<file path="src/include/fb_defs.svh">
// ~~~~~~~~~~~~~~~~~~~~~~~~~~~~~~~~~~~~~~~~~~~~~~~~~~~~~~~~~~~~~~~~~~~~~~~~~~~
// Display timing and framebuffer geometry for the mono drawing subsystem.
// Include wherever these sizes are needed.
// ~~~~~~~~~~~~~~~~~~~~~~~~~~~~~~~~~~~~~~~~~~~~~~~~~~~~~~~~~~~~~~~~~~~~~~~~~~~

`ifndef FB_DEFS_SVH
`define FB_DEFS_SVH

// signed screen coordinate width (bits)
`define CORDW 16

// 640x480 active area
`define H_RES 640
`define V_RES 480

// horizontal blanking, in pixels
`define H_FP   16
`define H_SYNC 96
`define H_BP   48

// vertical blanking, in lines
`define V_FP   10
`define V_SYNC 2
`define V_BP   33

// framebuffer is a quarter of the screen in each direction
`define FB_WIDTH  160
`define FB_HEIGHT 120
`define FB_PIXELS 19200

`endif
</file>
<file path="src/hw/fb_pkg.sv">
// ~~~~~~~~~~~~~~~~~~~~~~~~~~~~~~~~~~~~~~~~~~~~~~~~~~~~~~~~~~~~~~~~~~~~~~~~~~~
// Shared types for the mono framebuffer design, referenced by scoped name.
// ~~~~~~~~~~~~~~~~~~~~~~~~~~~~~~~~~~~~~~~~~~~~~~~~~~~~~~~~~~~~~~~~~~~~~~~~~~~

`include "fb_defs.svh"

package fb_pkg;

    typedef logic signed [`CORDW-1:0] coord_t;   // screen position, negative in blanking
    typedef logic [$clog2(`FB_PIXELS)-1:0] fb_addr_t;
    typedef logic [0:0] fb_colr_t;               // one bit per pixel
    typedef logic [7:0] chan_t;                  // SDL colour channel

    // border drawing sequence
    typedef enum logic [2:0] {
        IDLE,
        ARMED,    // waiting for frame start
        TOP,
        RIGHT,
        LEFT,
        BOTTOM
    } draw_state_e;

endpackage

</file>
<file path="src/hw/display_if.sv">
// ~~~~~~~~~~~~~~~~~~~~~~~~~~~~~~~~~~~~~~~~~~~~~~~~~~~~~~~~~~~~~~~~~~~~~~~~~~~
// Screen position and sync bundle from the timing generator to its users.
// ~~~~~~~~~~~~~~~~~~~~~~~~~~~~~~~~~~~~~~~~~~~~~~~~~~~~~~~~~~~~~~~~~~~~~~~~~~~

interface display_if;

    fb_pkg::coord_t sx;     // horizontal position
    fb_pkg::coord_t sy;     // vertical position
    logic de;               // data enable, low in blanking
    logic frame;            // one cycle at start of frame
    logic hsync;            // active low
    logic vsync;            // active low

    // timing generator side
    modport src (
        output sx, sy, de, frame, hsync, vsync
    );

    // consumers of the timing
    modport snk (
        input sx, sy, de, frame, hsync, vsync
    );

endinterface

</file>
<file path="src/hw/fb_scanout.sv">
// ~~~~~~~~~~~~~~~~~~~~~~~~~~~~~~~~~~~~~~~~~~~~~~~~~~~~~~~~~~~~~~~~~~~~~~~~~~~
// Reads the framebuffer in raster order and paints it into the top-left
// corner of the screen; reads start one cycle early to cover BRAM latency.
// ~~~~~~~~~~~~~~~~~~~~~~~~~~~~~~~~~~~~~~~~~~~~~~~~~~~~~~~~~~~~~~~~~~~~~~~~~~~

`include "fb_defs.svh"

module fb_scanout (
    input  wire logic         clk_pix,
    input  wire logic         rst_pix,
    display_if.snk            disp,
    output fb_pkg::fb_addr_t  fb_addr_read,
    input  fb_pkg::fb_colr_t  fb_colr_read,
    output fb_pkg::chan_t     paint_r,
    output fb_pkg::chan_t     paint_g,
    output fb_pkg::chan_t     paint_b
);

    // read window is shifted one pixel left of the paint area
    localparam fb_pkg::coord_t RD_X_STA = -1;
    localparam fb_pkg::coord_t RD_X_END = `FB_WIDTH - 1;   // exclusive
    localparam fb_pkg::coord_t RD_Y_END = `FB_HEIGHT;      // exclusive

    logic read_fb;   // address valid this cycle
    logic paint;     // data valid this cycle
    logic pixel_on;

    always_comb begin
        read_fb = (disp.sy >= 0 && disp.sy < RD_Y_END &&
                   disp.sx >= RD_X_STA && disp.sx < RD_X_END);
    end

    // sequential read address, one word per painted pixel
    always_ff @(posedge clk_pix) begin
        if (rst_pix) begin
            fb_addr_read <= '0;
        end else if (disp.frame) begin
            fb_addr_read <= '0;
        end else if (read_fb) begin
            fb_addr_read <= fb_addr_read + fb_pkg::fb_addr_t'(1);
        end
    end

    // one cycle for the memory read
    always_ff @(posedge clk_pix) begin
        if (rst_pix) begin
            paint <= 1'b0;
        end else begin
            paint <= read_fb;
        end
    end

    assign pixel_on = paint && fb_colr_read[0];

    // expand the pixel bit to full channels, white on black
    always_comb begin
        paint_r = pixel_on ? 8'hFF : 8'h00;
        paint_g = pixel_on ? 8'hFF : 8'h00;
        paint_b = pixel_on ? 8'hFF : 8'h00;
    end

endmodule

</file>
<file path="src/flat_wrapper.sv">
// flat-port wrapper written by rule: the top's interface ports become plain ports
module fb_scanout_flat 
  (clk_pix, rst_pix, fb_addr_read, fb_colr_read, paint_r, paint_g, paint_b, disp_sx, disp_sy, disp_de, disp_frame, disp_hsync, disp_vsync);
  display_if disp_i ();
  input  wire logic clk_pix;
  input  wire logic rst_pix;
  output fb_pkg::fb_addr_t fb_addr_read;
  input  fb_pkg::fb_colr_t fb_colr_read;
  output fb_pkg::chan_t paint_r;
  output fb_pkg::chan_t paint_g;
  output fb_pkg::chan_t paint_b;
  input wire logic [$bits(disp_i.sx)-1:0] disp_sx;
  input wire logic [$bits(disp_i.sy)-1:0] disp_sy;
  input wire logic [$bits(disp_i.de)-1:0] disp_de;
  input wire logic [$bits(disp_i.frame)-1:0] disp_frame;
  input wire logic [$bits(disp_i.hsync)-1:0] disp_hsync;
  input wire logic [$bits(disp_i.vsync)-1:0] disp_vsync;
  assign disp_i.sx = disp_sx;
  assign disp_i.sy = disp_sy;
  assign disp_i.de = disp_de;
  assign disp_i.frame = disp_frame;
  assign disp_i.hsync = disp_hsync;
  assign disp_i.vsync = disp_vsync;
  fb_scanout u_core (.clk_pix(clk_pix), .rst_pix(rst_pix), .disp(disp_i), .fb_addr_read(fb_addr_read), .fb_colr_read(fb_colr_read), .paint_r(paint_r), .paint_g(paint_g), .paint_b(paint_b));
endmodule
</file>
<file path="config.mk">
export PLATFORM = sky130hd
export DESIGN_NAME = fb_scanout_flat
export DESIGN_NICKNAME = d
export VERILOG_FILES = /design/src/hw/fb_pkg.sv /design/src/hw/display_if.sv /design/src/hw/fb_scanout.sv /design/src/flat_wrapper.sv
export VERILOG_INCLUDE_DIRS = /design/src /design/src/include
export SDC_FILE = /design/constraint.sdc
export NUM_CORES = 1
export LEC_CHECK = 0
export ABC_AREA = 1
export BUFFER_PORTS_ARGS = -buffer_cell sky130_fd_sc_hd__buf_2
export CORE_ASPECT_RATIO = 1.4
export CORE_MARGIN = 2
export CORE_UTILIZATION = 47
export CTS_CLUSTER_SIZE = 12
export DETAILED_ROUTE_END_ITERATION = 12
export GPL_ROUTABILITY_DRIVEN = 0
export PLACE_DENSITY = 0.95
export SLEW_MARGIN = 20
export SYNTH_ARGS = -nofsm -noshare
export SYNTH_HDL_FRONTEND = slang
export SYNTH_SLANG_ARGS = --single-unit
</file>
<file path="constraint.sdc">
create_clock -name clk_pix -period 3 [get_ports clk_pix]
set_input_delay 0.6 -clock clk_pix [delete_from_list [all_inputs] [get_ports clk_pix]]
set_output_delay 0.6 -clock clk_pix [all_outputs]
set_load 0.005 [all_outputs]
</file>
Yosys cells after proc, flatten, opt, wreduce, memory -nomap -nowiden
Index checks and enable logic that the tools add are counted.
{"block": "word_totals", "register_bits": 16, "in_bits": 39, "wordCells": 13}
{"block": "op_classes", "add_sub_neg": 1, "magnitude_cmp": 4, "n_mux": 1, "n_reduce_logical": 5}
{"operator": "$ge A16 B1 Y1 const B", "count": 2}
{"operator": "$lt A16 B8 Y1 const B", "count": 1}
{"operator": "$lt A16 B9 Y1 const B", "count": 1}
{"operator": "$add A15 B1 Y15 const B", "count": 1}
{"operator": "$mux W8", "count": 1}
{"operator": "$logic_and A1 B1 Y1", "count": 4}
{"operator": "$reduce_or A2 Y1", "count": 1}

Logic depth before layout (Yosys ltp)
Gate-level depths: netlist of the first run.
{"block": "logic_depth", "word_depth": 4, "mapped_depth": 10, "mapped_depth_nobuf": 9}

Least setup slack after synthesis of the first run
No wires, ideal clock.
{"block": "synth_path", "path_kind": "input to output", "from": "input port fb_colr_read", "to": "output port paint_b[0]", "arrival_ps": 1195, "setup_slack_ps": 1205, "path_stages": 3, "path_buffers": 1, "cell_sequence": "nand2_1 -> inv_1 -> buf_4"}
{"block": "synth_between", "elab_chain_len": 2}
{"item": "start, declared", "line": "flat_wrapper.sv:8", "rtl": "input fb_pkg::fb_colr_t fb_colr_read;"}
{"item": "$logic_and A1 B1 Y1", "line": "fb_scanout.sv:53", "rtl": "assign pixel_on = paint && fb_colr_read[0];"}
{"item": "net u_core.pixel_on", "line": "fb_scanout.sv:26", "rtl": "logic pixel_on;"}
{"item": "$mux W8", "line": "fb_scanout.sv:59", "rtl": "paint_b = pixel_on ? 8'hFF : 8'h00;"}
{"item": "end, declared", "line": "flat_wrapper.sv:11", "rtl": "output fb_pkg::chan_t paint_b;"}
The timed path passes the listed nets, and every way through them passes these cells.

Worst setup path after layout of the first run
{"block": "layout_path", "from": "input port fb_colr_read", "to": "output port paint_g[4]"}
{"block": "layout_between", "elab_chain_len": 2}
{"item": "$logic_and A1 B1 Y1", "line": "fb_scanout.sv:53"}
{"item": "$mux W8", "line": "fb_scanout.sv:58", "rtl": "paint_g = pixel_on ? 8'hFF : 8'h00;"}
{"item": "end, declared", "line": "flat_wrapper.sv:10", "rtl": "output fb_pkg::chan_t paint_g;"}
Every way passes these cells.

==> Flow_metrics.wiki, run 1 <==
{| class="wikitable"
! Metric !! Value
|-
| Result of the run || completed
|-
| Startpoint of the worst register-to-register path || u_core.fb_addr_read[0]$_SDFFE_PP0P_
|-
| Count of buffers inserted at the top-level ports || 71
|-
| Average footprint of a synthesized cell || 6.57 um^2
|-
| Clk sink count || 16
|-
| Total net switching power || 84.7 uW
|-
| WS Path Type || in2out
|-
| Cell seen most often among critical-path stages || sky130_fd_sc_hd__buf_2
|-
| CTS tree || done
|-
| Final-layout fill cell count || 267
|-
| Horiz. Die Dim || 48.5 um
|-
| Register bit count reported by yosys || 16
|-
| Number of distinct library cells after synthesis || 22
|-
| Number of levels the H-tree was split into || 1
|-
| WP data arrival || 1220 ps
|-
| Worst-path maximum fanout || 24
|-
| Core Area || approximately 0.0026 mm^2
|-
| Detailed placer's ending HPWL || 2150 um
|-
| Number of vias in the routed layout || 1399
|-
| Buf/Inv on CP || 3
|-
| Register area || 320 um^2
|-
| Portion of total power attributed to combinational logic || 0.096
|-
| R2R depth || 8
|-
| Post-synth net total || between 200 and 250
|-
| Antenna Violating Nets Remaining || 0
|-
| Die H || 66.2 um
|-
| Cells resized by post-CTS repair || 0
|-
| Sequential cell area fraction in the yosys report || 0.246
|-
| Origin of the worst min-delay path || rst_pix
|-
| Aggregate negative setup slack || 0 ps
|-
| I/O Pins || just under 80
|-
| Row count || 22
|-
| Number of global-route vias before repair || 1257
|-
| Headroom to the max-slew limit || 0.677
|-
| Hold Violations, Final || 0
|-
| Detail-routed via count per cell || 5.00
|-
| Pin count of the biggest net entering global routing || 25
|-
| Sort of element at the end of the critical path || output pin
|-
| Setup violators final || 0
|-
| Layout net count || 286
|-
| Layout-stage area growth over the synthesis result || 15.5%
|-
| Startpoint type of the worst setup path || input pin
|-
| Share of the synthesized area in the top cell type || 0.246
|-
| Number of stages on the worst hold path || 2
|-
| DRC violation count after routing || 0
|-
| Gate Count Post-Synth || 198
|-
| Routed length per placed instance || 10.2 um
|-
| Top Family by Delay on Critical Path || buffers and inverters
|-
| Aggregate global routing overflow || 0
|-
| Fraction of power spent switching nets || 0.234
|-
| RSZ-0062 raised after global routing || no
|-
| Count of pins over their slew limit || 0
|-
| Maximum clock insertion buffer count || 2
|-
| Die area || 0.00321 mm^2
|-
| Sequential power share || 0.586
|-
| Layout cell share with drive strength beyond 1 || 0.357
|-
| Hold buffers post-CTS || 0
|-
| All-layer global routing usage || 0.191
|-
| Maximum cell stage delay along the critical path || 310 ps
|-
| Share of total power in the clock network || 0.318
|-
| Terminating pin of the worst hold path || u_core.paint$_SDFF_PP0_
|-
| Reg2reg end || u_core.fb_addr_read[14]$_SDFFE_PP0P_
|-
| Root buffer cell || sky130_fd_sc_hd__clkbuf_4
|-
| Initial core utilization || 0.497
|-
| Initial antenna violation count || 0
|-
| Dominant cells by area after synthesis || sky130_fd_sc_hd__dfxtp_1, sky130_fd_sc_hd__buf_4, sky130_fd_sc_hd__nand2_1
|-
| Clock transition at the registers of the reported paths || 90 ps
|-
| Leak || 0.725 nW
|-
| CP startpoint || fb_colr_read
|-
| Clock period minus final worst setup slack || 1820 ps
|-
| Master of the slowest instance on the critical path || sky130_fd_sc_hd__inv_1
|-
| Post-CTS repair timing setup buffer count || 0
|-
| Tightest Pin Transition || around 480 ps
|-
| Maximum clock frequency || ~550 MHz
|-
| Worst setup skew after layout || 5.03 ps
|-
| Total number of yosys warnings || 0
|-
| Clock latency reported for the late side of the worst-skew pair || between 200 and 300 ps
|-
| Worst-case hold slack || 467 ps
|-
| Worst-case vdd ir drop || 0.000267 V
|-
| Number of DRC violations after detailed-routing iteration 0 || 41
|-
| First-pass GRT wire length || 4970 um
|-
| Yosys top cell by area || sky130_fd_sc_hd__dfxtp_1
|-
| Total power density per cell area || 241 mW/mm^2
|-
| Part of the cycle the worst path needs || 0.606
|-
| Synthesized area || 0.00130 mm^2
|-
| Max-capacitance violation count || 0
|-
| Ant diodes || 0
|-
| Class of the worst hold path || in2reg
|-
| Number of iterations in the first detailed-routing pass || 4
|-
| Pint || 277 uW
|-
| Combined area of the multi-input logic cells || 702 um^2
|-
| Number of clock buffers inserted by TritonCTS || 3
|-
| Total wire length || 2850 um
|-
| Worst Path Required || ~2400 ps
|-
| CP cell instances || buf_2 > nand2_1 > inv_1 > buf_2
|-
| R2R Setup Slk || 1480 ps
|}
## power groups by stage
stage	Combinational, mW	Sequential, mW	Clock [mW]
floorplan	0.0106	0.217	0
global placement	0.0339	0.217	0
detailed placement	0.0349	0.217	0
CTS	0.0350	0.212	0.115
global route	0.0397	0.212	0.125
finish	0.0349	0.212	0.115
## flip-flops by register name, indices dropped and copies added, names as in the netlist
signal	cells
u_core.fb_addr_read	15
u_core.paint	1
## worst max path at each step
| stage | cells after the start | end |
|---|---|---|
| floorplan | 3 | paint_b[0] |
| global placement | 4 | paint_g[4] |
| detailed placement | 7 | u_core.fb_addr_read[2]$_SDFFE_PP0P_ |
| CTS | 4 | paint_g[4] |
| global route | 4 | paint_b[3] |
| finish | 4 | paint_g[4] |
## layer usage
layer / GRT usage / part of all wire
met1: 0.190 / 0.40
met2: 0.387 / 0.49
met3: 0.0226 / 0.095
met4: 0.0929 / 0.014
met5: 0 / 0
## cells in the mapped netlist
| library cell | n |
|---|---|
| sky130_fd_sc_hd__buf_8 | 1 |
| sky130_fd_sc_hd__buf_6 | 2 |
| sky130_fd_sc_hd__clkbuf_1 | 1 |
| sky130_fd_sc_hd__nand2_1 | 46 |
| sky130_fd_sc_hd__nor2_1 | 23 |
| sky130_fd_sc_hd__inv_1 | 14 |
| sky130_fd_sc_hd__o21ai_0 | 1 |
| sky130_fd_sc_hd__nand3_2 | 2 |
| sky130_fd_sc_hd__xnor2_1 | 2 |
| sky130_fd_sc_hd__dfxtp_1 | 16 |
| sky130_fd_sc_hd__nand2_2 | 2 |
| sky130_fd_sc_hd__nor2_4 | 2 |
| sky130_fd_sc_hd__nand2_4 | 2 |
| sky130_fd_sc_hd__xor2_1 | 5 |
| sky130_fd_sc_hd__nor3_2 | 1 |
| sky130_fd_sc_hd__a21oi_1 | 15 |
| sky130_fd_sc_hd__nor2_2 | 3 |
| sky130_fd_sc_hd__buf_4 | 24 |
| sky130_fd_sc_hd__ha_1 | 1 |
| sky130_fd_sc_hd__nand3_1 | 24 |
| sky130_fd_sc_hd__inv_2 | 1 |
| sky130_fd_sc_hd__nand4_1 | 10 |
## metrics by stage
step	worst slack (ps)	util	instances	cell area, um^2	power (mW)
global route	1040	0.574	280	1500	0.377
CTS	1160	0.574	280	1500	0.362
global placement	1190	0.566	277	1480	0.251
detailed placement	1150	0.566	277	1480	0.252
floorplan	1210	-	198	1300	0.228
finish	1180	0.574	280	1500	0.362
## cells by family after synthesis
group | share of synthesized area
buffers and inverters | 0.214
flip-flops | 0.246
adder cells (fa/ha/maj) | 0.00962
XOR/XNOR | 0.0472
AO/OA/AOI/OAI | 0.0616
AND/OR/NAND/NOR | 0.422
## cell usage in the layout (no fill, tap or decap), types with 3 or more instances in the layout
master                      n
sky130_fd_sc_hd__a21oi_1   15
sky130_fd_sc_hd__buf_2     71
sky130_fd_sc_hd__clkbuf_4   3
sky130_fd_sc_hd__dfxtp_1   16
sky130_fd_sc_hd__inv_1     14
sky130_fd_sc_hd__nand2_1   46
sky130_fd_sc_hd__nand3_1   24
sky130_fd_sc_hd__nand4_1   10
sky130_fd_sc_hd__nor2_1    23
sky130_fd_sc_hd__nor2_2     3
sky130_fd_sc_hd__xor2_1     5
## cell type report
cell class / instances / share of cell area
sequential: 16 / 0.213
tap: 36 / 0.0300
multi-input combinational: 139 / 0.467
clock buffer: 3 / 0.0150
inverter: 15 / 0.0375
timing repair buffer: 71 / 0.237
Power figures use the tool's default switching activity.
==> run 2, diff against run 1 <==
Settings changed: CORE_UTILIZATION 47 to 43, PLACE_DENSITY 0.95 to 0.9.
Clock period 3 ns to 1.9 ns, I/O delays scaled along.
==> run 2 against run 1 <==
  * Sequential share of layout area fell by 0.74 points
  * Global-route usage is 1.6 points lower
  * Worst setup slack got worse by 790 ps
  * Sequential power rose by 58%
  * Largest cell class unchanged
  * Sequential cell count did not move
  * Clock skew hardly changed
  * Via count decreased by 0.29%
  * Clock power grew to 2.7 times the previous value
  * Die area up 8.6%
==> Flow_metrics.wiki, run 2 (synthesized netlist as in run 1, its figures left out) <==
{| class="wikitable"
! Metric !! Value
|-
| I/O Pins || 78 (unchanged)
|-
| Met2 Wirelength || 1560 um (+11%)
|-
| Detail-routed via count per cell || 4.93 (-1.3%)
|-
| Ant diodes || 0 (unchanged)
|-
| Count of pins over their slew limit || 0 (unchanged)
|-
| Number of global-route vias before repair || 1211 (-3.7%)
|-
| Part of the cycle the worst path needs || 0.796
|-
| Sort of element at the end of the critical path || output pin
|-
| Post-CTS repair timing setup buffer count || 0 (unchanged)
|-
| Number of levels the H-tree was split into || 1 (unchanged)
|-
| Pin count of the biggest net entering global routing || 25 (unchanged)
|-
| Worst Path Required || 1520 ps (-880 ps)
|-
| Leak || 0.748 nW (+3.2%)
|-
| Layout net count || 287 (+0.35%)
|-
| Initial core utilization || 0.452 (-0.0454)
|-
| Initial antenna violation count || 0 (unchanged)
|-
| Number of vias in the routed layout || 1395 (-0.29%)
|-
| Setup violators final || 0 (unchanged)
|-
| Horiz. Die Dim || 50.5 um (+4.2%)
|-
| All-layer global routing usage || 0.175 (-0.0162)
|-
| Final-layout fill cell count || 292 (+9.4%)
|-
| Register bank with the most flops || u_core.fb_addr_read
|-
| Detailed placer's ending HPWL || 2260 um (+5.1%)
|-
| Row count || 23 (+4.5%)
|-
| CP startpoint || u_core.paint$_SDFF_PP0_
|-
| Result of the run || completed
|-
| Maximum clock insertion buffer count || 2 (unchanged)
|-
| Routed length per placed instance || 10.6 um (+3.9%)
|-
| Clock period minus final worst setup slack || 1510 ps
|-
| Worst setup skew after layout || 5.13 ps (+0.0960 ps)
|-
| Antenna Violating Nets Remaining || 0 (unchanged)
|-
| Layout-stage area growth over the synthesis result || 19.6%
|-
| Clock transition at the registers of the reported paths || 60 ps (-30 ps)
|-
| Highest metal layer with signal wires || met4
|-
| Max-capacitance violation count || 0 (unchanged)
|-
| Die area || 0.00349 mm^2 (+8.6%)
|-
| First-pass GRT wire length || 4920 um (-1.1%)
|-
| Startpoint of the worst register-to-register path || u_core.fb_addr_read[0]$_SDFFE_PP0P_
|-
| Sum of met3 wire segment lengths after detailed routing || 240 um (-11%)
|-
| Aggregate global routing overflow || 0 (unchanged)
|-
| RSZ-0062 raised after global routing || no
|-
| Core Area || 0.00288 mm^2 (+10%)
|-
| Most used cells in the layout excluding fill and tap cells || sky130_fd_sc_hd__buf_2, sky130_fd_sc_hd__nand2_1, sky130_fd_sc_hd__nand3_1
|-
| Clock latency reported for the late side of the worst-skew pair || 250 ps (-40 ps)
|-
| Cells resized by post-CTS repair || 0 (unchanged)
|-
| Hold Violations, Final || 0 (unchanged)
|-
| Root buffer cell || sky130_fd_sc_hd__clkbuf_8
|-
| DRC violation count after routing || 0 (unchanged)
|-
| Register area || 320 um^2 (unchanged)
|-
| Number of clock buffers inserted by TritonCTS || 3 (unchanged)
|-
| Count of buffers inserted at the top-level ports || 71 (unchanged)
|-
| Aggregate negative setup slack || 0 ps (unchanged)
|-
| Met1 wire length || 1130 um (-0.35%)
|-
| Number of iterations in the first detailed-routing pass || 6 (+2)
|-
| Worst-case vdd ir drop || 0.000398 V (+49%)
|-
| Design Power || 696 uW (+92%)
|-
| Hold buffers post-CTS || 0 (unchanged)
|-
| Die H || 69.1 um (+4.3%)
|-
| Origin of the worst min-delay path || rst_pix
|-
| Total power density per cell area || 447 mW/mm^2 (+86%)
|-
| Leading registers by flop count || u_core.fb_addr_read x15, u_core.paint x1
|-
| Clk sink count || 16 (unchanged)
|-
| Number of DRC violations after detailed-routing iteration 0 || 47 (+15%)
|-
| Class of the worst hold path || in2reg
|-
| WS Path Type || reg2out
|-
| Maximum clock frequency || 662 MHz
|-
| Tightest Pin Transition || 487 ps (+2.28 ps)
|-
| CTS tree || done
|-
| Startpoint type of the worst setup path || register
|-
| Combined area of the multi-input logic cells || 702 um^2 (unchanged)
|-
| Max reg flops || 15 (unchanged)
|-
| Headroom to the max-slew limit || 0.675 (-0.00152)
|-
| Total wire length || 2990 um (+5.1%)
|-
| Most common cell after layout, fill and taps aside || sky130_fd_sc_hd__buf_2
|-
| Layout cell share with drive strength beyond 1 || 0.362 (+0.00523)
|-
| WP data arrival || 1130 ps (-90 ps)
|-
| Worst-path maximum fanout || 24 (unchanged)
|}
-- run 2: final cells by class --
class,instances,area share
multi-input combinational,139,0.451
timing repair buffer,72,0.241
sequential,16,0.206
inverter,15,0.0362
clock buffer,4,0.0354
tap,37,0.0298
-- run 2: power by group --
group | internal [mW] | switching [mW]
sequential | 0.335 | 0.000000118
clock | 0.184 | 0.122
combinational | 0.0292 | 0.0255
total | 0.549 | 0.147
-- run 2: critical path, cell delays in order (launching register included) --
cell                      delay [ps]
sky130_fd_sc_hd__dfxtp_1         310
sky130_fd_sc_hd__nand2_1          50
sky130_fd_sc_hd__inv_1           330
sky130_fd_sc_hd__buf_2           200
-- run 2: through the flow --
step                hold WS [ps]  setup WS [ps]  area, um^2  utilization  cells
global placement             482            374        1500        0.521    279
CTS                          298            364        1560        0.540    283
global route                 297            229        1560        0.540    283
detailed placement           502            334        1500        0.521    279
floorplan                    452            545        1300            -    198
finish                       297            388        1560        0.540    283
-- run 2: routing by layer --
metal / GRT usage / vias up
li1: - / 715
met1: 0.189 / 607
met2: 0.327 / 66
met3: 0.0195 / 7
met4: 0.0781 / 0
met5: 0 / -
-- run 2: path summary, 6_finish.rpt --
kind	cells past startpoint	slack [ps]	to
worst min-delay path	2	300	u_core.paint$_SDFF_PP0_
worst max register to register	7	390	u_core.fb_addr_read[14]$_SDFFE_PP0P_
worst min register to register	2	510	u_core.fb_addr_read[14]$_SDFFE_PP0P_
worst max-delay path	3	390	paint_b[7]
==> run 3, diff against run 2 <==
Clock period 1.9 ns to 1.5 ns, I/O delays scaled along.
==> run 3 against run 2 <==
  * First-iteration DRC count down 30%
  * Combinational power up 28%
  * Via count up 3.8%
  * Sequential cell count unchanged
  * Count of clock-buffer cells in the layout unchanged
  * Non-clock buffer count up 5
  * Sequential share of layout area down 0.53 points
  * Critical endpoint is now paint_r[1]
==> Flow_metrics.wiki, run 3 (synthesized netlist as in run 1, its figures left out) <==
{| class="wikitable"
! Metric !! Value
|-
| Result of the run || completed
|-
| Core Area || 0.00288 mm^2 (unchanged)
|-
| Layout cell share with drive strength beyond 1 || 0.382 (+0.0207)
|-
| Aggregate global routing overflow || 0 (unchanged)
|-
| Worst-path maximum fanout || 24 (unchanged)
|-
| Clock transition at the registers of the reported paths || 60 ps (about the same)
|-
| Startpoint of the worst register-to-register path || u_core.fb_addr_read[1]$_SDFFE_PP0P_
|-
| Number of clock buffers inserted by TritonCTS || 3 (unchanged)
|-
| Buf/Inv on CP || 2 (unchanged)
|-
| Ant diodes || 0 (unchanged)
|-
| Detail-routed via count per cell || 5.03 (+2.0%)
|-
| Headroom to the max-slew limit || 0.673 (-0.00217)
|-
| Number of levels the H-tree was split into || 1 (unchanged)
|-
| Share of total power in the clock network || 0.443 (+0.003)
|-
| Initial core utilization || 0.452 (unchanged)
|-
| First-pass GRT wire length || 5250 um (+6.7%)
|-
| WP data arrival || 1090 ps (-40 ps)
|-
| Number of vias in the routed layout || 1448 (+3.8%)
|-
| CTS tree || done
|-
| Antenna Violating Nets Remaining || 0 (unchanged)
|-
| Maximum clock insertion buffer count || 2 (unchanged)
|-
| Clk sink count || 16 (unchanged)
|-
| DRC violation count after routing || 0 (unchanged)
|-
| R2R Setup Slk || 160 ps (-230 ps)
|-
| Total stage count of the critical path || 3 (unchanged)
|-
| Sort of element at the end of the critical path || output pin
|-
| Max-capacitance violation count || 0 (unchanged)
|-
| Part of the cycle the worst path needs || 0.928
|-
| Leading registers by flop count || u_core.fb_addr_read x15, u_core.paint x1
|-
| Worst setup skew after layout || 2.12 ps (-3.01 ps)
|-
| Register bank with the most flops || u_core.fb_addr_read
|-
| Tightest Pin Transition || 490 ps (+3.26 ps)
|-
| Worst Path Required || 1200 ps (-320 ps)
|-
| Total power density per cell area || 556 mW/mm^2 (+24%)
|-
| Fraction of power spent switching nets || 0.217 (+0.00527)
|-
| Routed length per placed instance || 10.8 um (+2.4%)
|-
| Terminating pin of the worst hold path || u_core.paint$_SDFF_PP0_
|-
| RSZ-0062 raised after global routing || yes
|-
| Layout-stage area growth over the synthesis result || 22.8%
|-
| Clock period minus final worst setup slack || 1390 ps
|-
| Detailed placer's ending HPWL || 2320 um (+2.8%)
|-
| Setup violators final || 0 (unchanged)
|-
| Maximum clock frequency || 719 MHz
|-
| Origin of the worst min-delay path || rst_pix
|-
| Row count || 23 (unchanged)
|-
| Class of the worst hold path || in2reg
|-
| R2R depth || 7 (unchanged)
|-
| Worst Setup Slack post-DPL || 52.3 ps (-281 ps)
|-
| Layout net count || 292 (+1.7%)
|-
| Design Power || 888 uW (+28%)
|-
| Placed cell area || 0.00153 mm^2 (+1.7%)
|-
| Number of global-route vias before repair || 1322 (+9.2%)
|-
| Most used cells in the layout excluding fill and tap cells || sky130_fd_sc_hd__buf_2, sky130_fd_sc_hd__nand2_1, sky130_fd_sc_hd__nand3_1
|-
| Worst-case vdd ir drop || 0.000774 V (+95%)
|-
| Count of buffers inserted at the top-level ports || 71 (unchanged)
|-
| Portion of total power attributed to combinational logic || 0.079 (about the same)
|-
| Final non-filler cell area || 0.00160 mm^2 (+2.7%)
|-
| Initial antenna violation count || 0 (unchanged)
|-
| I/O Pins || 78 (unchanged)
|-
| Leak || 0.763 nW (+2.0%)
|-
| Total net switching power || 193 uW (+31%)
|-
| Post-CTS repair timing setup buffer count || 0 (unchanged)
|-
| Horiz. Die Dim || 50.5 um (unchanged)
|-
| Count of pins over their slew limit || 0 (unchanged)
|-
| Die H || 69.1 um (unchanged)
|-
| Non-filler instance count after layout || 288 (+1.8%)
|-
| WS Path Type || reg2out
|-
| All-layer global routing usage || 0.183 (+0.00803)
|-
| Max reg flops || 15 (unchanged)
|-
| Hold buffers post-CTS || 0 (unchanged)
|-
| Most common cell after layout, fill and taps aside || sky130_fd_sc_hd__buf_2
|-
| Worst-case hold slack || 209 ps (-87.9 ps)
|-
| Reg2reg end || u_core.fb_addr_read[8]$_SDFFE_PP0P_
|-
| Master of the slowest instance on the critical path || sky130_fd_sc_hd__dfxtp_1
|-
| Top Family by Delay on Critical Path || buffers and inverters
|-
| Die area || 0.00349 mm^2 (unchanged)
|-
| CP cell instances || nand2_1 > clkinvlp_4 > buf_2
|-
| Final worst setup slack || 109 ps (-280 ps)
|-
| Startpoint type of the worst setup path || register
|-
| Hold Violations, Final || 0 (unchanged)
|-
| Number of DRC violations after detailed-routing iteration 0 || 33 (-30%)
|-
| Maximum cell stage delay along the critical path || 300 ps (-30 ps)
|-
| Total wire length || 3120 um (+4.2%)
|-
| Clock latency reported for the late side of the worst-skew pair || 260 ps (about the same)
|-
| Number of cells in the design after placement || 284 (+1.8%)
|-
| Aggregate negative setup slack || 0 ps (unchanged)
|-
| Number of iterations in the first detailed-routing pass || 4 (-2)
|-
| Pin count of the biggest net entering global routing || 25 (unchanged)
|-
| Sequential power share || 0.478 (-0.004)
|-
| Root buffer cell || sky130_fd_sc_hd__clkbuf_8
|-
| Post-Route Utilization || 0.555 (+0.0143)
|-
| Pint || 695 uW (+27%)
|-
| Number of stages on the worst hold path || 2 (unchanged)
|}
## run 3: changes by cell type in the layout (fill, tap and decap cells not counted)
cell | previous run | this run
sky130_fd_sc_hd__inv_1 | 14 | 13
sky130_fd_sc_hd__buf_12 | 1 | 0
sky130_fd_sc_hd__nor2_2 | 3 | 2
sky130_fd_sc_hd__nor2_4 | 2 | 4
sky130_fd_sc_hd__clkinvlp_4 | 0 | 1
sky130_fd_sc_hd__nor2_1 | 23 | 22
sky130_fd_sc_hd__buf_4 | 0 | 6
## run 3: power groups by stage
stage | Sequential (mW) | Clock, mW | Combinational, mW
after CTS | 0.425 | 0.401 | 0.0704
final | 0.425 | 0.393 | 0.0701
after global placement | 0.434 | 0 | 0.0683
after global routing | 0.424 | 0.414 | 0.0783
after detailed placement | 0.434 | 0 | 0.0702
after floorplan | 0.434 | 0 | 0.0211
## run 3: metal layers
layer	share of wire	global-route usage	vias to the layer above
li1	-	-	728
met3	0.086	0.0195	12
met1	0.38	0.196	634
met5	0	0	-
met2	0.51	0.346	74
met4	0.028	0.0781	0
## run 3: how the worst max path moves through the flow
stage,from,to,slack (ps)
2_1_floorplan,u_core.fb_addr_read[0]$_SDFFE_PP0P_,u_core.fb_addr_read[8]$_SDFFE_PP0P_,170
6_report,u_core.paint$_SDFF_PP0_,paint_r[1],110
3_5_place_dp,disp_sx[13],u_core.fb_addr_read[3]$_SDFFE_PP0P_,50
4_1_cts,u_core.paint$_SDFF_PP0_,paint_r[1],50
5_1_grt,u_core.fb_addr_read[1]$_SDFFE_PP0P_,u_core.fb_addr_read[8]$_SDFFE_PP0P_,-8
3_3_place_gp,disp_sx[14],u_core.fb_addr_read[12]$_SDFFE_PP0P_,100
## run 3: what timing repair did
| item | 4_1_cts | 5_1_grt |
|---|---|---|
| endpoints found under the hold margin | 0 | 0 |
| setup endpoints to repair | 0 | 27 |
| gates resized for setup | 0 | 4 |
## run 3: cell type report
| class | instances | area (um^2) |
|---|---|---|
| fillers | 292 | 1280 |
| multi-input cells | 139 | 714 |
| repair buffers | 77 | 400 |
| flip-flops and latches | 16 | 320 |
| inverters | 15 | 60.1 |
| clock buffers | 4 | 55.1 |
| well taps | 37 | 46.3 |
